## src/mem_msg_pkg.sv

```systemverilog
// Message types for the cache and memory interfaces
// One encoding serves requests, responses and memory traffic
package mem_msg_pkg;

  // ------------------------------------------------------------------------
  // Request type
  // ------------------------------------------------------------------------

  // Reads return a word or a line, writes return no data
  typedef enum logic [0:0] {
    MSG_READ  = 1'b0,
    MSG_WRITE = 1'b1
  } msg_type_t;

endpackage

```

## src/cache_cfg_pkg.sv

```systemverilog
// Cache geometry for the two-way blocking cache
// Sizes and the vector types for addresses, words and lines
package cache_cfg_pkg;

  // ------------------------------------------------------------------------
  // Geometry
  // ------------------------------------------------------------------------
  localparam int ADDR_W         = 32;
  localparam int WORD_W         = 32;
  localparam int WORDS_PER_LINE = 4;
  localparam int LINE_W         = WORD_W * WORDS_PER_LINE;
  localparam int NUM_SETS       = 8;

  // Address split: tag | index | byte offset
  localparam int OFFSET_W = $clog2(LINE_W / 8);
  localparam int IDX_W    = $clog2(NUM_SETS);
  localparam int TAG_W    = ADDR_W - IDX_W - OFFSET_W;

  // ------------------------------------------------------------------------
  // Vector types
  // ------------------------------------------------------------------------
  typedef logic [ADDR_W-1:0] addr_t;
  typedef logic [WORD_W-1:0] word_t;
  // Word 0 sits in the low bits
  typedef logic [LINE_W-1:0] line_t;
  typedef logic [TAG_W-1:0]  tag_t;
  typedef logic [IDX_W-1:0]  idx_t;
  typedef logic [$clog2(WORDS_PER_LINE)-1:0] word_sel_t;

endpackage
```

## src/blocking_cache.sv

```systemverilog
// Two-way blocking write-back cache with LRU replacement
// Ties together the controller, the metadata and the datapath
module blocking_cache (
  input  logic                   clk,
  input  logic                   reset,
  input  logic                   cachereq_val,
  output logic                   cachereq_rdy,
  input  mem_msg_pkg::msg_type_t cachereq_type,
  input  cache_cfg_pkg::addr_t   cachereq_addr,
  input  cache_cfg_pkg::word_t   cachereq_data,
  output logic                   cacheresp_val,
  input  logic                   cacheresp_rdy,
  output mem_msg_pkg::msg_type_t cacheresp_type,
  output cache_cfg_pkg::word_t   cacheresp_data,
  output logic                   memreq_val,
  input  logic                   memreq_rdy,
  output mem_msg_pkg::msg_type_t memreq_type,
  output cache_cfg_pkg::addr_t   memreq_addr,
  output cache_cfg_pkg::line_t   memreq_data,
  input  logic                   memresp_val,
  output logic                   memresp_rdy,
  input  cache_cfg_pkg::line_t   memresp_data
);

  import cache_cfg_pkg::*;
  import mem_msg_pkg::*;

  // Controller to datapath and metadata
  logic cachereq_en;
  logic memresp_en;
  logic is_refill;
  logic is_evict;
  logic tag_wen;
  logic data_wen;
  logic read_data_en;
  logic valid_wen;
  logic dirty_wen;
  logic dirty_in;
  logic lru_wen;
  logic way_record_en;

  // Status back from metadata and datapath
  logic      hit;
  logic      victim_dirty;
  logic      way_sel;
  logic      tag_match_0;
  logic      tag_match_1;
  idx_t      req_idx;
  msg_type_t req_type;

  cache_ctrl ctrl (.*);

  cache_meta meta (.*);

  cache_dpath dpath (.*);

endmodule

```

## src/cache_dpath.sv

```systemverilog
// Cache datapath with request registers and two-way tag and data arrays
// Merges write words, selects the response word, forms memory requests
module cache_dpath (
  input  logic                   clk,
  input  mem_msg_pkg::msg_type_t cachereq_type,
  input  cache_cfg_pkg::addr_t   cachereq_addr,
  input  cache_cfg_pkg::word_t   cachereq_data,
  output mem_msg_pkg::msg_type_t cacheresp_type,
  output cache_cfg_pkg::word_t   cacheresp_data,
  output mem_msg_pkg::msg_type_t memreq_type,
  output cache_cfg_pkg::addr_t   memreq_addr,
  output cache_cfg_pkg::line_t   memreq_data,
  input  cache_cfg_pkg::line_t   memresp_data,
  input  logic                   cachereq_en,
  input  logic                   memresp_en,
  input  logic                   is_refill,
  input  logic                   is_evict,
  input  logic                   tag_wen,
  input  logic                   data_wen,
  input  logic                   read_data_en,
  input  logic                   way_sel,
  output mem_msg_pkg::msg_type_t req_type,
  output cache_cfg_pkg::idx_t    req_idx,
  output logic                   tag_match_0,
  output logic                   tag_match_1
);

  import cache_cfg_pkg::*;
  import mem_msg_pkg::*;

  addr_t     req_addr;
  word_t     req_data;
  tag_t      req_tag;
  word_sel_t req_word;
  line_t     refill_line;
  line_t     read_line;
  line_t     cur_line;
  line_t     merged_line;
  tag_t      line_tag;
  logic [WORDS_PER_LINE-1:0] word_en;

  // Arrays indexed as [way][set], no reset on payload
  tag_t  tag_mem  [2][NUM_SETS];
  line_t data_mem [2][NUM_SETS];

  // --------------------------------------------------------------------------
  // Request and refill registers
  // --------------------------------------------------------------------------
  always_ff @(posedge clk) begin
    if (cachereq_en) begin
      req_type <= cachereq_type;
      req_addr <= cachereq_addr;
      req_data <= cachereq_data;
    end
    if (memresp_en) refill_line <= memresp_data;
    if (read_data_en) read_line <= cur_line;
  end

  assign req_tag  = req_addr[ADDR_W-1 -: TAG_W];
  assign req_idx  = req_addr[OFFSET_W +: IDX_W];
  assign req_word = req_addr[OFFSET_W-1:2];

  assign tag_match_0 = (tag_mem[0][req_idx] == req_tag);
  assign tag_match_1 = (tag_mem[1][req_idx] == req_tag);

  // --------------------------------------------------------------------------
  // Array write, one word on a store or the whole line on a refill
  // --------------------------------------------------------------------------
  assign cur_line = data_mem[way_sel][req_idx];

  always_comb begin
    word_en           = '0;
    word_en[req_word] = 1'b1;
    merged_line       = cur_line;
    for (int w = 0; w < WORDS_PER_LINE; w++) begin
      if (word_en[w]) merged_line[w*WORD_W +: WORD_W] = req_data;
    end
  end

  always_ff @(posedge clk) begin
    if (tag_wen) tag_mem[way_sel][req_idx] <= req_tag;
    if (data_wen) data_mem[way_sel][req_idx] <= is_refill ? refill_line : merged_line;
  end

  // --------------------------------------------------------------------------
  // Response and memory request
  // --------------------------------------------------------------------------
  assign cacheresp_type = req_type;
  assign cacheresp_data = (req_type == MSG_WRITE) ? '0 : read_line[req_word*WORD_W +: WORD_W];

  // Victim line address on an evict, request line otherwise
  assign line_tag    = is_evict ? tag_mem[way_sel][req_idx] : req_tag;
  assign memreq_addr = {line_tag, req_idx, {OFFSET_W{1'b0}}};
  assign memreq_type = is_evict ? MSG_WRITE : MSG_READ;
  assign memreq_data = read_line;

endmodule

```

## src/cache_meta.sv

```systemverilog
// Cache metadata with per-set valid, dirty and LRU bits
// Detects hits, picks the victim and records the way for the access
module cache_meta (
  input  logic                clk,
  input  logic                reset,
  input  cache_cfg_pkg::idx_t req_idx,
  input  logic                tag_match_0,
  input  logic                tag_match_1,
  input  logic                valid_wen,
  input  logic                dirty_wen,
  input  logic                dirty_in,
  input  logic                lru_wen,
  input  logic                way_record_en,
  output logic                hit,
  output logic                victim_dirty,
  output logic                way_sel
);

  import cache_cfg_pkg::*;

  // Indexed as [way][set]
  logic [1:0][NUM_SETS-1:0] valid_bits;
  logic [1:0][NUM_SETS-1:0] dirty_bits;
  // One bit per set naming the least recently used way
  logic [NUM_SETS-1:0]      lru_bits;

  logic hit_0;
  logic hit_1;
  logic lru_way;
  logic way_in;

  // --------------------------------------------------------------------------
  // Hit detection and victim choice
  // --------------------------------------------------------------------------
  assign hit_0   = valid_bits[0][req_idx] && tag_match_0;
  assign hit_1   = valid_bits[1][req_idx] && tag_match_1;
  assign hit     = hit_0 || hit_1;
  assign lru_way = lru_bits[req_idx];

  assign victim_dirty = dirty_bits[lru_way][req_idx];

  // Hitting way on a hit, else replace the LRU way
  assign way_in = hit ? hit_1 : lru_way;

  // --------------------------------------------------------------------------
  // Bit updates, all aimed at the recorded way
  // --------------------------------------------------------------------------
  always_ff @(posedge clk) begin
    if (reset) begin
      valid_bits <= '0;
      dirty_bits <= '0;
      lru_bits   <= '0;
      way_sel    <= 1'b0;
    end else begin
      if (valid_wen) valid_bits[way_sel][req_idx] <= 1'b1;
      if (dirty_wen) dirty_bits[way_sel][req_idx] <= dirty_in;
      // Other way becomes the next victim
      if (lru_wen) lru_bits[req_idx] <= !way_sel;
      if (way_record_en) way_sel <= way_in;
    end
  end

endmodule

```

## src/cache_ctrl.sv

```systemverilog
// Blocking cache controller
// Sequences tag check, data access, refill, eviction and response
module cache_ctrl (
  input  logic                  clk,
  input  logic                  reset,
  input  logic                  cachereq_val,
  output logic                  cachereq_rdy,
  output logic                  cacheresp_val,
  input  logic                  cacheresp_rdy,
  output logic                  memreq_val,
  input  logic                  memreq_rdy,
  input  logic                  memresp_val,
  output logic                  memresp_rdy,
  input  mem_msg_pkg::msg_type_t req_type,
  input  logic                  hit,
  input  logic                  victim_dirty,
  output logic                  cachereq_en,
  output logic                  memresp_en,
  output logic                  is_refill,
  output logic                  is_evict,
  output logic                  tag_wen,
  output logic                  data_wen,
  output logic                  read_data_en,
  output logic                  valid_wen,
  output logic                  dirty_wen,
  output logic                  dirty_in,
  output logic                  lru_wen,
  output logic                  way_record_en
);

  import mem_msg_pkg::*;

  typedef enum logic [3:0] {
    IDLE,
    TAG_CHECK,
    READ_ACCESS,
    WRITE_ACCESS,
    WAIT,
    REFILL_REQ,
    REFILL_WAIT,
    REFILL_UPDATE,
    EVICT_PREP,
    EVICT_REQ,
    EVICT_WAIT
  } cache_state_t;

  cache_state_t state;
  cache_state_t state_next;
  logic [15:0]  cs;

  // --------------------------------------------------------------------------
  // State register and transitions
  // --------------------------------------------------------------------------
  always_ff @(posedge clk) begin
    if (reset) begin
      state <= IDLE;
    end else begin
      state <= state_next;
    end
  end

  always_comb begin
    state_next = state;
    case (state)
      IDLE:          if (cachereq_val) state_next = TAG_CHECK;
      TAG_CHECK: begin
        if (hit) begin
          state_next = (req_type == MSG_WRITE) ? WRITE_ACCESS : READ_ACCESS;
        end else begin
          // Dirty victim goes out to memory before the refill
          state_next = victim_dirty ? EVICT_PREP : REFILL_REQ;
        end
      end
      READ_ACCESS:   state_next = WAIT;
      WRITE_ACCESS:  state_next = WAIT;
      WAIT:          if (cacheresp_rdy) state_next = IDLE;
      REFILL_REQ:    if (memreq_rdy) state_next = REFILL_WAIT;
      REFILL_WAIT:   if (memresp_val) state_next = REFILL_UPDATE;
      // Replay the original access on the fresh line
      REFILL_UPDATE: state_next = (req_type == MSG_WRITE) ? WRITE_ACCESS : READ_ACCESS;
      EVICT_PREP:    state_next = EVICT_REQ;
      EVICT_REQ:     if (memreq_rdy) state_next = EVICT_WAIT;
      EVICT_WAIT:    if (memresp_val) state_next = REFILL_REQ;
      default:       state_next = IDLE;
    endcase
  end

  // --------------------------------------------------------------------------
  // Control table
  // --------------------------------------------------------------------------
  // Columns in groups of four
  //   cachereq_rdy  cacheresp_val  memreq_val    memresp_rdy
  //   cachereq_en   memresp_en     is_refill     is_evict
  //   tag_wen       data_wen       read_data_en  valid_wen
  //   dirty_wen     dirty_in       lru_wen       way_record_en
  always_comb begin
    case (state)
      IDLE:          cs = 16'b1000_1000_0000_0000;
      TAG_CHECK:     cs = 16'b0000_0000_0000_0001;
      READ_ACCESS:   cs = 16'b0000_0000_0010_0010;
      WRITE_ACCESS:  cs = 16'b0000_0000_1101_1110;
      WAIT:          cs = 16'b0100_0000_0000_0000;
      REFILL_REQ:    cs = 16'b0010_0000_0000_0000;
      REFILL_WAIT:   cs = 16'b0001_0100_0000_0000;
      REFILL_UPDATE: cs = 16'b0000_0010_1101_1000;
      EVICT_PREP:    cs = 16'b0000_0000_0010_0000;
      EVICT_REQ:     cs = 16'b0010_0001_0000_0000;
      EVICT_WAIT:    cs = 16'b0001_0000_0000_0000;
      default:       cs = 16'b0000_0000_0000_0000;
    endcase
  end

  assign {cachereq_rdy, cacheresp_val, memreq_val, memresp_rdy,
          cachereq_en, memresp_en, is_refill, is_evict,
          tag_wen, data_wen, read_data_en, valid_wen,
          dirty_wen, dirty_in, lru_wen, way_record_en} = cs;

endmodule

```

## config.mk

```make
export PLATFORM = sky130hd
export DESIGN_NAME = blocking_cache
export DESIGN_NICKNAME = d
export VERILOG_FILES = /design/src/mem_msg_pkg.sv /design/src/cache_cfg_pkg.sv /design/src/blocking_cache.sv /design/src/cache_dpath.sv /design/src/cache_meta.sv /design/src/cache_ctrl.sv
export SDC_FILE = /design/constraint.sdc
export NUM_CORES = 2
export LEC_CHECK = 0
export ABC_AREA = 1
export BUFFER_PORTS_ARGS = -buffer_cell sky130_fd_sc_hd__buf_2
export CAP_MARGIN = 20
export CORE_MARGIN = 2
export CORE_UTILIZATION = 45
export CTS_BUF_LIST = sky130_fd_sc_hd__clkbuf_2 sky130_fd_sc_hd__clkbuf_4 sky130_fd_sc_hd__clkbuf_8
export CTS_CLUSTER_SIZE = 14
export DETAILED_ROUTE_END_ITERATION = 7
export GPL_TIMING_DRIVEN = 1
export HOLD_SLACK_MARGIN = 0.05
export PLACE_DENSITY = 0.57
export SYNTH_ARGS = -nofsm -noshare
export SYNTH_HDL_FRONTEND = slang
export SYNTH_SLANG_ARGS = --single-unit
```

## constraint.sdc

```tcl
create_clock -name clk -period 11 [get_ports clk]
set_input_delay 0.55 -clock clk [delete_from_list [all_inputs] [get_ports clk]]
set_output_delay 0.55 -clock clk [all_outputs]
set_load 0.02 [all_outputs]
```

# After elaboration in Yosys (flattened, before gate mapping)

Memory sizes are Yosys's and may differ from the RTL's. A register that Yosys moved wholly into a read port is not among the register bits.
Cells that the tools add are included.

Bitwise logic cells: 2
Eq/ne operators: 18
Muxes and demuxes: 63
Magnitude comparators: 9
Shift operators: 1
Reductions and logical operators: 11

Operators with widths:

| operator                                            | number |
|---|---|
| two-way mux 1024 bit                                | 1 |
| two-way mux 128 bit                                 | 4 |
| binary-select mux 128 bit (select 3 bit)            | 1 |
| demux 128 bit (select 3 bit)                        | 1 |
| binary-select mux 25 bit (select 3 bit)             | 3 |
| two-way mux 200 bit                                 | 1 |
| two-way mux 25 bit                                  | 8 |
| two-way mux 32 bit                                  | 5 |
| indexed part select 128 x 8 -> 32 bit               | 1 |
| demux 25 bit (select 3 bit)                         | 1 |
| equality test 25 bit                                | 2 |
| two-way mux 4 bit                                   | 10 |
| one-hot mux 4 bit (10 select lines)                 | 1 |
| two-way mux 8 bit                                   | 3 |
| bitwise mux 16 bit                                  | 1 |
| equality test 4 x 3 -> 1 bit, second input constant | 4 |
| bitwise OR 16 bit                                   | 1 |
| two-way mux 1 bit                                   | 15 |
| binary-select mux 1 bit (select 3 bit)              | 4 |
| equality test 4 bit, second input constant          | 3 |
| inequality test 2 bit, second input constant        | 6 |
| bitwise mux 8 bit                                   | 1 |
| demux 8 bit (select 1 bit)                          | 1 |
| equality test 4 x 2 -> 1 bit, second input constant | 2 |
| 18 further kinds                                    | 24 |

Bits of input ports: 199
Memory bits (writable): 2,448
Output and inout bits: 198
Memory bits (read-only): 256
Bits in registers: 366
Memories kept: 3
Logic and storage cells: 119

Memories:

| memory          | depth | bits a word | rd ports | clocked after memory_dff | write ports | RTL line          | text |
|---|---|---|---|---|---|---|---|
| dpath.data_mem  | 2     | 1,024       | 1        | 1                        | 1           | cache_dpath.sv:44 | `line_t data_mem [2][NUM_SETS];` |
| dpath.tag_mem   | 2     | 200         | 3        | 1                        | 1           | cache_dpath.sv:43 | `tag_t tag_mem [2][NUM_SETS];` |
| (no name shown) | 16    | 16          | 1        | 1                        | 0           | cache_ctrl.sv:97  | `case (state)` |

# Depth between registers and ports, before layout

Depth after elaboration: 11
Mapped depth: 25
Mapped depth without buffers: 22

# By module

Synthesis repeated with hierarchy kept, for this count alone.

Cell total of the unflattened synthesis: 9,256
Area total of the unflattened synthesis: 114,633.7 µm²

Modules (own cells, without submodules):

| module      | cells an instance | seq. area each (µm²) | instances | area an instance (µm²) |
|---|---|---|---|---|
| cache_dpath | 8,825             | 83,089.7             | 1         | 111,745.9 |
| cache_meta  | 313               | 820.8                | 1         | 2,059.5 |
| cache_ctrl  | 118               | 320.3                | 1         | 828.3 |

# Least setup slack after synthesis

Ideal clock, no wire load.

Path type: register to register
From: register dpath.req_addr[4]
To: register meta.dirty_bits[6] in the netlist's numbering
Period minus slack after synthesis: 8.860 ns
Path buffers: 6
Cell stages (with the launch flop): 13
Arrival: 8.728 ns
Path slack: 2.140 ns
Cell sequence: edfxtp_1 -> buf_2 -> clkbuf_1 -> buf_2 -> buf_2 -> nor2_1 -> inv_1 -> buf_2 -> buf_1 -> nor2_1 -> inv_1 -> nor2_1 -> nor2_1

Cells in the longest elaborated chain, start to end: 7
Elaborated cells on any way between the ends: 8
Those cells by class: order compare (2); mux (5); reduce/logical (1)

RTL lines:

| what                                                                                                                    | RTL line          | text |
|---|---|---|
| from (decl)                                                                                                             | cache_dpath.sv:31 | `addr_t req_addr;` |
| from (signal assigned)                                                                                                  | cache_dpath.sv:52 | `req_addr <= cachereq_addr;` |
| less-than comparator 3 x 4 -> 1 bit (implied by the code) or greater-or-equal comparator 3 x 1 -> 1 bit (tied branches) | cache_meta.sv:56  | `if (dirty_wen) dirty_bits[way_sel][req_idx] <= dirty_in;` |
| logical AND 1 bit (implied by the code)                                                                                 | cache_meta.sv:56  |  |
| two-way mux 1 bit (implied by the code)                                                                                 | cache_meta.sv:56  |  |
| demux 1 bit (select 3 bit) (*)                                                                                          | -                 |  |
| two-way mux 8 bit (implied by the code) (*)                                                                             | cache_meta.sv:56  |  |
| demux 8 bit (select 1 bit) (*)                                                                                          | -                 |  |
| bitwise mux 16 bit (*)                                                                                                  | cache_meta.sv:56  |  |
| to (signal, indexed assignment)                                                                                         | cache_meta.sv:56  |  |
| to (decl)                                                                                                               | cache_meta.sv:23  | `logic [1:0][NUM_SETS-1:0] dirty_bits;` |

Every way passes the cells marked *; elsewhere a longest branch is shown, timed or not.
A chain may end at the register's enable or synchronous reset.

# Worst setup path after layout

From: register dpath.req_addr[4]
To: memory dpath.data_mem[1][183] in the netlist's numbering, data pin

Cells in the longest elaborated chain, start to end: 6

RTL lines:

| what                                                    | RTL line          | text |
|---|---|---|
| NOT 3 -> 4 bit (implied by the code)                    | cache_dpath.sv:69 | `assign cur_line = data_mem[way_sel][req_idx];` |
| binary-select mux 128 bit (select 3 bit)                | cache_dpath.sv:69 |  |
| two-way mux 128 bit (implied by the code) (2 in series) | cache_dpath.sv:69 |  |
| via dpath.cur_line[55]                                  | cache_dpath.sv:37 | `line_t cur_line;` |
| two-way mux 32 bit                                      | cache_dpath.sv:76 | `if (word_en[w]) merged_line[w*WORD_W +: WORD_W] = req_data;` |
| two-way mux 128 bit                                     | cache_dpath.sv:82 | `if (data_wen) data_mem[way_sel][req_idx] <= is_refill ? refill_line : merged_line;` |
| to (decl)                                               | cache_dpath.sv:44 |  |

The timed path passes the listed nets, and every way through them passes these cells. The select of a mux whose other input is x is not followed.

==> metrics.md <==
| Metric | Value |
|---|---|
| Placed cell area | `118000 µm²` |
| Flip-flop and latch area | `84300 µm²` |
| Actual slew at the worst max-slew pin | `1150 ps` |
| Slowest cell on crit path | `buf_4` |
| DRT antenna net count | `0` |
| Sw frac | `0.336` |
| Die X | `502 µm` |
| Clk pwr share | `0.288` |
| RSZ-0062 raised after global routing | `false` |
| Fmax | `0.165 GHz` |
| Skew final | `127 ps` |
| Final Slew Violations | `0` |
| TritonCTS Sinks | `2825` |
| Post-CTS sizing | `0` |
| H-Tree Depth | `5` |
| Status | `completed` |
| Sequential cell area fraction in the yosys report | `0.754` |
| Internal power | `0.0206 W` |
| Ys Warns | `0` |
| Die height | `502 µm` |
| Pwr dens | `242 nW/µm²` |
| Crit end category | `flop` |
| Setup Buffers After CTS | `0` |
| Delay-heaviest family, CP | `buffers and inverters` |
| Core area | `246000 µm²` |
| Area occupied by multi-input gates | `24100 µm²` |
| Fin nets | `9784` |
| NetSw | `0.0105 W` |
| Clock Tree Buf Depth | `4` |
| Period utilization | `0.553` |
| Global-route wire length before repair | `503000 µm` |
| Synthesis-stage register bit count | `2825` |
| Io pins | `397` |
| Hpwl dp | `188000 µm` |
| Final Worst Setup Slack | `4920 ps` |
| Cell variety after synth | `36` |
| Crit-path max FO | `197` |
| Final Setup Violations | `0` |
| Min Clock Period, post-route | `6080 ps` |
| Fillers | `21249` |
| Slew headroom | `0.233` |
| Worst-Skew Late Latency | `1150 ps` |
| Final wirelength | `354000 µm` |
| Root buf cell | `clkbuf_8` |
| Seq pwr share | `0.463` |
| Num CTS Buffers | `469` |
| DR vias/cell | `5.66` |
| Combinational share of power | `0.248` |
| Post-route setup TNS | `0 ps` |
| Final hold vios | `0` |
| First-pass iteration count of the detailed router | `6` |
| # Max-Cap Violations | `0` |
| CTS tree | `done` |
| Layout cells sized above 1 | `0.138` |
| Peak VDD IR | `0.000166 V` |
| Die ar. | `252000 µm²` |
| DRC | `0` |
| GP Congestion | `0.881` |
| Lkg Pwr | `45.2 nW` |
| Via count | `75007` |
| Post-route cell area | `129000 µm²` |
| Worst-path clk slew | `60 ps` |
| IO buf count | `390` |
| WP data arrival | `6800 ps` |
| Largest net degree at the start of global routing | `198` |
| DRT iter0 DRCs | `8663` |
| WL per Instance | `26.7 µm` |
| Grt ovf | `0` |
| Dpl ws | `5170 ps` |
| Cell count after synthesis | `8851` |
| Vias in the first global route | `71863` |
| CP bufs+invs | `4` |
| Worst hold-check path type | `input port to flop` |
| CP peak stage delay | `950 ps` |
| Post-Synthesis Mean Instance Area | `12.6 µm²` |
| Floorplan row count | `182` |
| Critical Path Source Type | `flop` |
| CP Class | `flop to flop` |
| Starting density of the core | `0.453` |
| Crit-path cells | `buf_12 -> buf_12 -> buf_4 -> buf_4 -> o21ai_0 -> o22ai_1 -> nand2_1 -> nand4_1 -> o21ai_0 -> o21ai_1` |
| Area Overhead vs Synth | `15.2%` |
| Initial antenna violation count | `18` |
| All-layer global routing usage | `0.275` |
| Critical Path RT | `11720 ps` |
| Mapped Area | `112000 µm²` |
[cell usage after synthesis, drive strengths merged]
| cell | n | area, µm² |
|---|---|---|
| nor4 | 24 | 150 |
| a31oi | 1 | 6.26 |
| conb | 1 | 3.75 |
| o31ai | 2 | 15.0 |
| buf | 103 | 495 |
| nor2 | 1191 | 4480 |
| a21oi | 353 | 1770 |
| nand3 | 212 | 1060 |
| clkbuf | 423 | 1590 |
| nor3 | 209 | 1050 |
| o2111ai | 1 | 8.76 |
| o22ai | 231 | 1450 |
| nand4 | 26 | 163 |
| o32ai | 138 | 1210 |
| o211ai | 19 | 143 |
| a211oi | 11 | 82.6 |
| dfxtp | 58 | 1160 |
| o21bai | 3 | 22.5 |
| edfxtp | 2767 | 83100 |
| a221oi | 6 | 52.6 |
| nand3b | 7 | 52.6 |
| a22oi | 64 | 480 |
| inv | 379 | 1420 |
| mux2i | 133 | 1330 |
| o21a | 1 | 7.51 |
| or2 | 32 | 200 |
| o311ai | 1 | 8.76 |
| o21ai | 773 | 3870 |
| nand2 | 1682 | 6320 |
[cell families (layout without fill, tap and decap cells)]
kind of cell / after synthesis / in the layout / share of synthesized area
flops: 2825 / 2825 / 0.754
buf+inv: 905 / 1988 / 0.0314
compound gates: 1604 / 1604 / 0.0816
other cells: 1 / 16 / 0.0000336
simple gates: 3383 / 3383 / 0.121
mux: 133 / 133 / 0.0119
[layout by cell type (no fill, tap or decap), drive strengths merged, types with 4 or more instances in the layout]
cell type	count
o32ai	138
inv	385
mux2i	133
a22oi	64
conb	4
nor4	24
or2	32
nor3	209
o211ai	19
a21oi	353
a211oi	11
bufinv	11
o22ai	231
edfxtp	2767
diode	12
clkinv	148
nand2	1682
nand3	212
buf	580
dfxtp	58
o21ai	773
clkbuf	652
clkinvlp	6
dlygate4sd3	206
nand4	26
a221oi	6
nand3b	7
nor2	1191
[stage by stage]
stage          cells   util  total power [W]  hold slack (ps)
2_1_floorplan   8854      -           0.0189              429
3_3_place_gp   12217  0.477           0.0220              440
6_report       13261  0.522           0.0311              143
3_5_place_dp   12219  0.477           0.0222              444
5_1_grt        13256  0.522           0.0324             65.6
4_1_cts        13248  0.522           0.0312             51.3
[routing by layer]
layer / track usage / up-vias / share of wire
met5: 0 / - / 0.000090
met2: 0.450 / 3365 / 0.48
met3: 0.0423 / 742 / 0.074
met4: 0.123 / 4 / 0.047
met1: 0.366 / 37643 / 0.40
li1: - / 33253 / -
[final timing paths]
check                                   startpoint                     end  slack (ps)  depth (start not counted)
worst max-delay path             dpath.req_addr[4]  dpath.data_mem[1][183]        4920                         10
worst min-delay path              cachereq_addr[4]       dpath.req_addr[4]         140                          2
worst max register to register   dpath.req_addr[4]  dpath.data_mem[1][183]        4920                         10
worst min register to register  meta.valid_bits[4]      meta.valid_bits[4]         450                          2
[final cells by class]
cell class	instances	area share
Antenna cell	12	0.000233
Clock buffer	652	0.0611
Clock inverter	171	0.00827
Inverter	379	0.0114
Multi-Input combinational cell	5124	0.187
Sequential cell	2825	0.655
Tap cell	3312	0.0322
Timing Repair Buffer	786	0.0444
[power groups by stage]
| stage | combinational, W | clock, W | sequential [W] |
|---|---|---|---|
| floorplan | 0.00437 | 0 | 0.0146 |
| global placement | 0.00740 | 0 | 0.0146 |
| detailed placement | 0.00760 | 0 | 0.0146 |
| CTS | 0.00769 | 0.00910 | 0.0144 |
| global route | 0.00840 | 0.00956 | 0.0144 |
| finish | 0.00773 | 0.00897 | 0.0144 |
[state kept, by name, summed over array words and instances, names as in the netlist, 8 cells and up, named ones only]
register / flops
dpath.memreq_data: 128
dpath.tag_mem: 400
meta.dirty_bits: 16
ctrl.cs: 12
dpath.req_data: 32
dpath.data_mem: 2048
meta.valid_bits: 16
dpath.req_addr: 30
dpath.refill_line: 128
meta.lru_bits: 8
[timing repair]
action,4_1_cts,5_1_grt
hold buffers,206,0
endpoints found under the setup margin,0,0
endpoints found under the hold margin,221,0
No activity file was read; power rests on OpenSTA's default activity.
